### src/lsu_map_pkg.sv
package lsu_map_pkg;

    // data path and address width
    localparam int xlen = 32;
    // byte lanes per word
    localparam int nbytes = xlen / 8;

    // clint timer words, each one word wide
    localparam logic [xlen-1:0] mtime_lo_addr    = 32'h0200_bff8;
    localparam logic [xlen-1:0] mtime_hi_addr    = 32'h0200_bffc;
    localparam logic [xlen-1:0] mtimecmp_lo_addr = 32'h0200_4000;
    localparam logic [xlen-1:0] mtimecmp_hi_addr = 32'h0200_4004;

endpackage

### src/lsu_op_pkg.sv
package lsu_op_pkg;

    // memory opcode as issued by the execute stage
    typedef enum logic [3:0] {
        memop_none = 4'd0,
        memop_lb   = 4'd1,
        memop_lbu  = 4'd2,
        memop_lh   = 4'd3,
        memop_lhu  = 4'd4,
        memop_lw   = 4'd5,
        memop_sb   = 4'd6,
        memop_sh   = 4'd7,
        memop_sw   = 4'd8,
        memop_lr_w = 4'd9,
        memop_sc_w = 4'd10,
        memop_amo  = 4'd11
    } memop_t;

    // amo sub-opcode, only looked at with memop_amo
    typedef enum logic [3:0] {
        amoop_swap = 4'd0,
        amoop_add  = 4'd1,
        amoop_xor  = 4'd2,
        amoop_and  = 4'd3,
        amoop_or   = 4'd4,
        amoop_min  = 4'd5,
        amoop_max  = 4'd6,
        amoop_minu = 4'd7,
        amoop_maxu = 4'd8
    } amoop_t;

    typedef enum logic [1:0] {
        size_byte = 2'd0,
        size_half = 2'd1,
        size_word = 2'd2
    } lsu_size_t;

    // one-hot class plus access shape
    typedef struct packed {
        logic      is_load;
        logic      is_store;
        logic      is_lr;
        logic      is_sc;
        logic      is_amo;
        lsu_size_t size;
        logic      sign_ext;
        amoop_t    amo_op;
    } lsu_dec_t;

    typedef struct packed {
        memop_t                        op;
        amoop_t                        amo_op;
        logic [lsu_map_pkg::xlen-1:0]  addr;
        logic [lsu_map_pkg::xlen-1:0]  wdata;
    } lsu_req_t;

    // shared shape of the cache and clint requests
    typedef struct packed {
        logic [lsu_map_pkg::xlen-1:0]   addr;
        logic [lsu_map_pkg::xlen-1:0]   wdata;
        logic [lsu_map_pkg::nbytes-1:0] strb;
        logic                           we;
    } bus_req_t;

endpackage

### src/lsu_decode.sv
`timescale 1ns/1ps

module lsu_decode (
    input  lsu_op_pkg::memop_t   op_i,
    input  lsu_op_pkg::amoop_t   amo_op_i,
    output lsu_op_pkg::lsu_dec_t dec_o
);

    always_comb begin
        // unknown codes fall out as no operation
        dec_o = '0;
        dec_o.amo_op = amo_op_i;
        case (op_i)
            lsu_op_pkg::memop_lb: begin
                dec_o.is_load  = 1'b1;
                dec_o.size     = lsu_op_pkg::size_byte;
                dec_o.sign_ext = 1'b1;
            end
            lsu_op_pkg::memop_lbu: begin
                dec_o.is_load = 1'b1;
                dec_o.size    = lsu_op_pkg::size_byte;
            end
            lsu_op_pkg::memop_lh: begin
                dec_o.is_load  = 1'b1;
                dec_o.size     = lsu_op_pkg::size_half;
                dec_o.sign_ext = 1'b1;
            end
            lsu_op_pkg::memop_lhu: begin
                dec_o.is_load = 1'b1;
                dec_o.size    = lsu_op_pkg::size_half;
            end
            lsu_op_pkg::memop_lw: begin
                dec_o.is_load = 1'b1;
                dec_o.size    = lsu_op_pkg::size_word;
            end
            lsu_op_pkg::memop_sb: begin
                dec_o.is_store = 1'b1;
                dec_o.size     = lsu_op_pkg::size_byte;
            end
            lsu_op_pkg::memop_sh: begin
                dec_o.is_store = 1'b1;
                dec_o.size     = lsu_op_pkg::size_half;
            end
            lsu_op_pkg::memop_sw: begin
                dec_o.is_store = 1'b1;
                dec_o.size     = lsu_op_pkg::size_word;
            end
            // atomics are always a full word
            lsu_op_pkg::memop_lr_w: begin
                dec_o.is_lr = 1'b1;
                dec_o.size  = lsu_op_pkg::size_word;
            end
            lsu_op_pkg::memop_sc_w: begin
                dec_o.is_sc = 1'b1;
                dec_o.size  = lsu_op_pkg::size_word;
            end
            lsu_op_pkg::memop_amo: begin
                dec_o.is_amo = 1'b1;
                dec_o.size   = lsu_op_pkg::size_word;
            end
            default: begin
                dec_o.size = lsu_op_pkg::size_byte;
            end
        endcase
    end

endmodule

### src/lsu_lane.sv
`timescale 1ns/1ps

module lsu_lane (
    input  lsu_op_pkg::lsu_dec_t              dec_i,
    input  logic [1:0]                        offset_i,
    input  logic [lsu_map_pkg::xlen-1:0]      store_data_i,
    input  logic [lsu_map_pkg::xlen-1:0]      rdata_i,
    output logic [lsu_map_pkg::nbytes-1:0]    strb_o,
    output logic [lsu_map_pkg::xlen-1:0]      wdata_o,
    output logic [lsu_map_pkg::xlen-1:0]      load_data_o
);

    logic [lsu_map_pkg::nbytes-1:0] size_mask;
    logic [4:0]                     bit_shift;
    logic [lsu_map_pkg::xlen-1:0]   rdata_shifted;

    // byte offset as a bit shift
    assign bit_shift = {offset_i, 3'b000};

    always_comb begin
        case (dec_i.size)
            lsu_op_pkg::size_byte: size_mask = 4'b0001;
            lsu_op_pkg::size_half: size_mask = 4'b0011;
            default:               size_mask = 4'b1111;
        endcase
    end

    // store side, low bytes move up to their lane
    assign strb_o  = size_mask << offset_i;
    assign wdata_o = store_data_i << bit_shift;

    // load side, addressed byte moves down to bit 0
    assign rdata_shifted = rdata_i >> bit_shift;

    always_comb begin
        case (dec_i.size)
            lsu_op_pkg::size_byte: begin
                load_data_o = {{24{dec_i.sign_ext & rdata_shifted[7]}}, rdata_shifted[7:0]};
            end
            lsu_op_pkg::size_half: begin
                load_data_o = {{16{dec_i.sign_ext & rdata_shifted[15]}}, rdata_shifted[15:0]};
            end
            default: begin
                load_data_o = rdata_shifted;
            end
        endcase
    end

endmodule

### src/amo_alu.sv
`timescale 1ns/1ps

module amo_alu (
    input  lsu_op_pkg::amoop_t           amo_op_i,
    input  logic [lsu_map_pkg::xlen-1:0] old_i,
    input  logic [lsu_map_pkg::xlen-1:0] operand_i,
    output logic [lsu_map_pkg::xlen-1:0] new_o
);

    logic lt_signed;
    logic lt_unsigned;

    // one compare each way serves both min and max
    assign lt_signed   = $signed(old_i) < $signed(operand_i);
    assign lt_unsigned = old_i < operand_i;

    always_comb begin
        case (amo_op_i)
            lsu_op_pkg::amoop_swap: new_o = operand_i;
            lsu_op_pkg::amoop_add:  new_o = old_i + operand_i;
            lsu_op_pkg::amoop_xor:  new_o = old_i ^ operand_i;
            lsu_op_pkg::amoop_and:  new_o = old_i & operand_i;
            lsu_op_pkg::amoop_or:   new_o = old_i | operand_i;
            lsu_op_pkg::amoop_min:  new_o = lt_signed ? old_i : operand_i;
            lsu_op_pkg::amoop_max:  new_o = lt_signed ? operand_i : old_i;
            lsu_op_pkg::amoop_minu: new_o = lt_unsigned ? old_i : operand_i;
            lsu_op_pkg::amoop_maxu: new_o = lt_unsigned ? operand_i : old_i;
            // unused codes behave as swap
            default:                new_o = operand_i;
        endcase
    end

endmodule

### src/lsu_ctrl.sv
`timescale 1ns/1ps

module lsu_ctrl (
    input  logic                            clk,
    input  logic                            rst,
    input  logic                            req_valid_i,
    input  lsu_op_pkg::lsu_req_t            req_i,
    input  lsu_op_pkg::lsu_dec_t            dec_i,
    input  logic [lsu_map_pkg::nbytes-1:0]  strb_i,
    input  logic [lsu_map_pkg::xlen-1:0]    lane_wdata_i,
    input  logic [lsu_map_pkg::xlen-1:0]    load_data_i,
    input  logic [lsu_map_pkg::xlen-1:0]    amo_new_i,
    input  logic                            mem_ready_i,
    input  logic [lsu_map_pkg::xlen-1:0]    mem_rdata_i,
    input  logic [lsu_map_pkg::xlen-1:0]    clint_rdata_i,
    output lsu_op_pkg::lsu_req_t            req_q_o,
    output logic [lsu_map_pkg::xlen-1:0]    rdata_q_o,
    output lsu_op_pkg::bus_req_t            mem_req_o,
    output logic                            mem_req_valid_o,
    output lsu_op_pkg::bus_req_t            clint_req_o,
    output logic                            clint_valid_o,
    output logic                            resp_valid_o,
    output logic [lsu_map_pkg::xlen-1:0]    resp_data_o,
    output logic                            resp_misalign_o,
    output logic                            busy_o
);

    typedef enum logic [2:0] {
        st_idle,
        st_access,
        st_calc,
        st_write,
        st_respond
    } state_t;

    state_t                         state_q;
    lsu_op_pkg::lsu_req_t           req_q;
    logic [lsu_map_pkg::xlen-1:0]   rdata_q;
    logic [lsu_map_pkg::xlen-1:0]   wdata_q;
    logic                           resv_valid_q;
    logic [lsu_map_pkg::xlen-1:0]   resv_addr_q;
    logic                           sc_fail_q;
    logic                           misalign_q;
    logic                           is_atomic;
    logic                           misaligned;
    logic                           clint_hit;
    logic                           sc_ok;
    logic                           bus_go;
    logic                           access_done;

    assign is_atomic  = dec_i.is_lr | dec_i.is_sc | dec_i.is_amo;
    assign misaligned = is_atomic & (req_q.addr[1:0] != 2'b00);

    // atomics never leave through the clint
    assign clint_hit = ~is_atomic &
                       ((req_q.addr == lsu_map_pkg::mtime_lo_addr) |
                        (req_q.addr == lsu_map_pkg::mtime_hi_addr) |
                        (req_q.addr == lsu_map_pkg::mtimecmp_lo_addr) |
                        (req_q.addr == lsu_map_pkg::mtimecmp_hi_addr));

    // reservation only changes when access ends, so this holds while waiting
    assign sc_ok = resv_valid_q & (resv_addr_q == req_q.addr);

    // failed sc and misaligned atomics skip the bus entirely
    assign bus_go = (dec_i.is_load | dec_i.is_store | is_atomic) & ~misaligned &
                    ~(dec_i.is_sc & ~sc_ok);

    assign clint_valid_o   = (state_q == st_access) & bus_go & clint_hit;
    assign mem_req_valid_o = ((state_q == st_access) & bus_go & ~clint_hit) |
                             (state_q == st_write);

    assign access_done = (state_q == st_access) &
                         (~bus_go | clint_hit | mem_ready_i);

    always_ff @(posedge clk or posedge rst) begin
        if (rst) begin
            state_q      <= st_idle;
            resv_valid_q <= 1'b0;
            sc_fail_q    <= 1'b0;
            misalign_q   <= 1'b0;
        end else begin
            case (state_q)
                st_idle: begin
                    if (req_valid_i) begin
                        state_q <= st_access;
                    end
                end
                st_access: begin
                    if (access_done) begin
                        misalign_q <= misaligned;
                        sc_fail_q  <= ~sc_ok;
                        // amo read goes on to calc, everything else answers
                        if (bus_go & ~clint_hit & dec_i.is_amo) begin
                            state_q <= st_calc;
                        end else begin
                            state_q <= st_respond;
                        end
                        // sc and plain stores drop it, aligned lr takes it
                        if (dec_i.is_sc | dec_i.is_store) begin
                            resv_valid_q <= 1'b0;
                        end else if (dec_i.is_lr & ~misaligned) begin
                            resv_valid_q <= 1'b1;
                        end
                    end
                end
                st_calc: begin
                    state_q <= st_write;
                end
                st_write: begin
                    if (mem_ready_i) begin
                        state_q <= st_respond;
                    end
                end
                default: begin
                    state_q <= st_idle;
                end
            endcase
        end
    end

    always_ff @(posedge clk) begin
        if ((state_q == st_idle) && req_valid_i) begin
            req_q <= req_i;
        end
        // raw word from whichever port answered
        if (clint_valid_o) begin
            rdata_q <= clint_rdata_i;
        end else if ((state_q == st_access) && mem_req_valid_o && mem_ready_i) begin
            rdata_q <= mem_rdata_i;
        end
        // amo result held steady through the write transfer
        if (state_q == st_calc) begin
            wdata_q <= amo_new_i;
        end
        if (access_done && dec_i.is_lr && !misaligned) begin
            resv_addr_q <= req_q.addr;
        end
    end

    always_comb begin
        mem_req_o.addr = req_q.addr;
        if (state_q == st_write) begin
            mem_req_o.wdata = wdata_q;
            mem_req_o.strb  = '1;
            mem_req_o.we    = 1'b1;
        end else begin
            mem_req_o.wdata = lane_wdata_i;
            mem_req_o.strb  = strb_i;
            mem_req_o.we    = dec_i.is_store | dec_i.is_sc;
        end
    end

    // clint is word wide, lane strobe still marks the bytes
    assign clint_req_o.addr  = req_q.addr;
    assign clint_req_o.wdata = lane_wdata_i;
    assign clint_req_o.strb  = strb_i;
    assign clint_req_o.we    = dec_i.is_store;

    always_comb begin
        if (misalign_q) begin
            resp_data_o = '0;
        end else if (dec_i.is_load) begin
            resp_data_o = load_data_i;
        end else if (dec_i.is_lr | dec_i.is_amo) begin
            // old memory word
            resp_data_o = rdata_q;
        end else if (dec_i.is_sc) begin
            resp_data_o = {{(lsu_map_pkg::xlen-1){1'b0}}, sc_fail_q};
        end else begin
            resp_data_o = '0;
        end
    end

    assign resp_valid_o    = state_q == st_respond;
    assign resp_misalign_o = resp_valid_o & misalign_q;
    assign busy_o          = state_q != st_idle;
    assign req_q_o         = req_q;
    assign rdata_q_o       = rdata_q;

endmodule

### src/lsu_top.sv
`timescale 1ns/1ps

module lsu_top (
    input  logic                         clk,
    input  logic                         rst,
    input  logic                         req_valid_i,
    input  lsu_op_pkg::lsu_req_t         req_i,
    output lsu_op_pkg::bus_req_t         mem_req_o,
    output logic                         mem_req_valid_o,
    input  logic                         mem_ready_i,
    input  logic [lsu_map_pkg::xlen-1:0] mem_rdata_i,
    output lsu_op_pkg::bus_req_t         clint_req_o,
    output logic                         clint_valid_o,
    input  logic [lsu_map_pkg::xlen-1:0] clint_rdata_i,
    output logic                         resp_valid_o,
    output logic [lsu_map_pkg::xlen-1:0] resp_data_o,
    output logic                         resp_misalign_o,
    output logic                         busy_o
);

    lsu_op_pkg::lsu_req_t           req_q;
    lsu_op_pkg::lsu_dec_t           dec;
    logic [lsu_map_pkg::nbytes-1:0] strb;
    logic [lsu_map_pkg::xlen-1:0]   lane_wdata;
    logic [lsu_map_pkg::xlen-1:0]   load_data;
    logic [lsu_map_pkg::xlen-1:0]   rdata_q;
    logic [lsu_map_pkg::xlen-1:0]   amo_new;

    // decode and lanes run on the latched request
    lsu_decode i_decode (
        .op_i     (req_q.op),
        .amo_op_i (req_q.amo_op),
        .dec_o    (dec)
    );

    lsu_lane i_lane (
        .dec_i        (dec),
        .offset_i     (req_q.addr[1:0]),
        .store_data_i (req_q.wdata),
        .rdata_i      (rdata_q),
        .strb_o       (strb),
        .wdata_o      (lane_wdata),
        .load_data_o  (load_data)
    );

    // old word against the latched store operand
    amo_alu i_amo_alu (
        .amo_op_i  (dec.amo_op),
        .old_i     (rdata_q),
        .operand_i (req_q.wdata),
        .new_o     (amo_new)
    );

    lsu_ctrl i_ctrl (
        .clk             (clk),
        .rst             (rst),
        .req_valid_i     (req_valid_i),
        .req_i           (req_i),
        .dec_i           (dec),
        .strb_i          (strb),
        .lane_wdata_i    (lane_wdata),
        .load_data_i     (load_data),
        .amo_new_i       (amo_new),
        .mem_ready_i     (mem_ready_i),
        .mem_rdata_i     (mem_rdata_i),
        .clint_rdata_i   (clint_rdata_i),
        .req_q_o         (req_q),
        .rdata_q_o       (rdata_q),
        .mem_req_o       (mem_req_o),
        .mem_req_valid_o (mem_req_valid_o),
        .clint_req_o     (clint_req_o),
        .clint_valid_o   (clint_valid_o),
        .resp_valid_o    (resp_valid_o),
        .resp_data_o     (resp_data_o),
        .resp_misalign_o (resp_misalign_o),
        .busy_o          (busy_o)
    );

endmodule

### config.mk
export PLATFORM = sky130hd
export DESIGN_NAME = lsu_top
export DESIGN_NICKNAME = d
export VERILOG_FILES = /design/src/lsu_map_pkg.sv /design/src/lsu_op_pkg.sv /design/src/lsu_decode.sv /design/src/lsu_lane.sv /design/src/amo_alu.sv /design/src/lsu_ctrl.sv /design/src/lsu_top.sv
export SDC_FILE = /design/constraint.sdc
export NUM_CORES = 1
export LEC_CHECK = 0
export ABC_AREA = 1
export ABC_CLOCK_PERIOD_IN_PS = 4900
export BUFFER_PORTS_ARGS = -buffer_cell sky130_fd_sc_hd__buf_2
export CAP_MARGIN = 20
export CELL_PAD_IN_SITES_DETAIL_PLACEMENT = 0
export CELL_PAD_IN_SITES_GLOBAL_PLACEMENT = 2
export CORE_MARGIN = 2
export CORE_UTILIZATION = 30
export CTS_CLUSTER_SIZE = 10
export DETAILED_ROUTE_END_ITERATION = 7
export PLACE_DENSITY_LB_ADDON = 0.1
export SKIP_CTS_REPAIR_TIMING = 1
export SYNTH_ARGS = -nofsm -noshare
export SYNTH_HDL_FRONTEND = slang
export SYNTH_SLANG_ARGS = --single-unit
### constraint.sdc
create_clock -name clk -period 4.9 [get_ports clk]
set_clock_uncertainty 0.1 [all_clocks]
set_input_delay 0.49 -clock clk [delete_from_list [all_inputs] [get_ports clk]]
set_output_delay 0.49 -clock clk [all_outputs]
set_load 0.05 [all_outputs]
==> run summary <==
The number of diodes added for antenna fixing was 0; the share of the synthesized area in the top cell type was 33.1%. The logs give 34.1% for the sequential-to-total area share from yosys stat and 8.43 nW for the total leakage power. The signal on the critical path passes through buf_4 > a21oi_1 > o21ai_0 > o21ai_0 > nand3b_1 > nand3_1 > nand3_1 > a21oi_1 > buf_2. Clock-pin slew was measured on the worst setup and hold paths at 0.07 ns. The synthesized netlist contains 50 unique library cells. The first global-routing pass estimated 110000 um of wire. In this run the vertical extent of the chip is 229 um. Top achievable clock speed: 233 MHz. The number of port buffers is 314, and the via count is 16400. Number of nets in the layout: 2681.

The logs give 8.62 mW for the overall power of the completed layout and 17 for the clock buffer count from CTS. The run gives 0.958 ns as the post-placement worst setup slack. The logs give 0.0172 mm^2 for the post-place instance area and 0 for the total count of hold-check failures in the final report.

The number of rows created at floorplan is 82. Compared with the post-synthesis result, the final layout area differs by 17.0%. Initial antenna violation count: 2. For the total grt overflow, the log shows 0. Synthesis produced a netlist whose cell count is 2207. IR analysis of the VDD net gives a maximum drop of 0.303 mV. Of the available clock period, the critical path in the final layout requires 87.6%.

The detailed placer's ending HPWL came out at 61200 um. For the detailed-route wire length, the log shows 77300 um. Summing all non-filler instances in the final layout gives an area of 0.0178 mm^2. STA classifies the critical path startpoint as a register.

In this run the mean area of a mapped cell was 6.90 um^2. The number of ports placed on the die boundary was 315. Critical path class: register to primary output. The count of nets left with antenna violations after detail routing was 0. The number of buffers and inverters on the critical path is 2. In this run the number of H-tree levels came out at 4.

The share of post-route cells with drive strength above 1 was 18.1%. The number of nets handed over by synthesis was 2444. The flop and latch count out of synthesis was 174; the arrival time of the worst setup path was 3.70 ns. After floorplanning, the core was sized to cover 0.0502 mm^2. From left edge to right edge, the die measures 229 um. The via count of the first global-routing pass was 15700; the first-pass detailed-route iteration total was 6. The wire length per cell after detailed routing was 24.7 um. The critical-path maximum fanout works out to 84. The number of flops mapped to enable cells by yosys is 168, and the die outline area is 0.0526 mm^2.

Counting flops with an async set or reset pin after synthesis yields a share of 3.45%. The tools report the clock root buffer as sky130_fd_sc_hd__clkbuf_16. For the critical path data required time, the log shows 4.31 ns.

Clock period minus final worst setup slack: 4.29 ns. Setup repair after global routing left no endpoint under its margin. After the first detailed-routing iteration, the DRC count stood at 1504. Among all cell types in the netlist, the one instantiated most often is sky130_fd_sc_hd__nand2_1. TritonCTS built the clock tree. The sum of negative setup slack is 0 ns.

Entering global routing, the biggest net connects 85 pins. The routed via count divided by cell count came out at 5.26. Setup violations remaining at the end of the flow were counted as 0.

For the pin with the worst max-slew slack, the measured transition is 1.11 ns. The tools report the total number of clock tree sinks as 174. The clock latency on the worst-skew pair was 0.47 ns. After layout, the worst setup slack is 0.606 ns. In the routed design, unresolved DRC markers number 0. Primary flip-flop cell chosen by synthesis mapping: sky130_fd_sc_hd__edfxtp_1. For the effective utilization at floorplan, the log shows 30.4%. Sorting the synthesized cells by area gives the leading types as sky130_fd_sc_hd__edfxtp_1 (33%), sky130_fd_sc_hd__nand2_1 (17%), sky130_fd_sc_hd__ha_1 (7.9%). The slowest stage of the critical path belongs to the cell sky130_fd_sc_hd__buf_4.

The run gives 2 as the maximum count of clock buffers along a single path. Ranked by instance count, the synthesized netlist is headed by sky130_fd_sc_hd__nand2_1 (671), sky130_fd_sc_hd__nand3_1 (217), sky130_fd_sc_hd__inv_1 (205), sky130_fd_sc_hd__nor2_1 (199), sky130_fd_sc_hd__edfxtp_1 (168). The flow ran to the end, and the final reports show no timing, DRC or antenna violations. Type of the worst min-delay path: input pin to register.

The count of pins over their slew limit was 0; the power density relative to cell area was 484 mW/mm^2. The tools report the cell area after synthesis as 0.0152 mm^2. Yosys printed 0 warnings. Headroom to the max-slew limit came out at 25.9%. The cell accounting for the most synthesized area is sky130_fd_sc_hd__edfxtp_1. The worst setup path is captured at a primary output.

The logs give 28.8% for the overall global routing resource usage and 0 for the max-capacitance violation count. Largest stage delay on the critical path: 0.68 ns. Family with the most delay on the worst path: buffers and inverters. Weighted congestion reported at the end of routability-driven placement: 0.921.
state kept, by name, summed over array words and instances (netlist names):
register and flops:
i_ctrl.state_q 3, i_ctrl.sc_fail_q 1, i_ctrl.misalign_q 1, i_ctrl.req_q_o 40, i_ctrl.rdata_q_o 32, i_ctrl.clint_req_o 32, i_ctrl.resv_addr_q 32, i_ctrl.resv_valid_q 1
i_ctrl.wdata_q 32
power by group:
group          internal, mW  switching, mW
sequential             1.92          0.234
combinational          1.16           3.96
clock                 0.700          0.653
layout by cell type, fill, tap and decap left out, drive strengths merged, types with 18 or more instances in the layout:
cell    instances
nor3           34
o21ai         134
clkbuf         18
inv           215
buf           376
nand2         679
a21oi         159
nor2          202
ha             96
o22ai          36
nand3         222
edfxtp        168
nand4          27
path summary, 6_finish.rpt:
kind / from / end / slack, ns / depth (start not counted)
max: i_ctrl.clint_req_o[37] / resp_data_o[20] / 0.61 / 9
min: req_i[59] / i_ctrl.clint_req_o[64] / 0.09 / 1
max reg2reg: i_ctrl.rdata_q_o[13] / i_ctrl.wdata_q[26] / 0.85 / 16
min reg2reg: i_ctrl.clint_req_o[46] / i_ctrl.resv_addr_q[9] / 0.40 / 0
max in group asynchronous: rst / i_ctrl.resv_valid_q / 4.12 / 3
min in group asynchronous: rst / i_ctrl.state_q[2] / 0.38 / 3
cell families (layout without fill, tap and decap cells):
kind of cell,after synthesis,after routing,synth area share (%)
simple gates,1177,1177,32.2
compound gates,374,374,13.5
buf+inv,371,620,11.4
flops,174,174,34.1
fa+ha+maj,97,97,8.02
xor+xnor,14,14,0.805
layout make-up:
type / instances / area, um^2
timing repair buffer: 377 / 2080
clock buffer: 18 / 429
inverter: 212 / 798
fill: 5477 / 32300
tap: 672 / 841
clock inverter: 13 / 116
sequential: 174 / 5190
multi-input combinational: 1662 / 8370
metrics by stage:
| step | hold WS (ns) | util [%] | std cells |
|---|---|---|---|
| after floorplan | 0.181 | - | 2207 |
| after global placement | 0.318 | 34.3 | 3094 |
| after detailed placement | 0.322 | 34.4 | 3095 |
| after CTS | -0.178 | 35.5 | 3126 |
| after global routing | 0.0801 | 35.5 | 3128 |
| final | 0.0927 | 35.5 | 3128 |
layer usage:
layer	wire length (um)	track usage, %	up-vias	share of wire, %
met5	9	0	-	0.012
met4	2720	10.7	2	3.5
met3	4930	4.63	98	6.4
met2	35200	46.0	648	45
met1	34500	39.1	7953	45
li1	-	-	7747	-
Note: power is estimated with default switching activity, not from simulation.
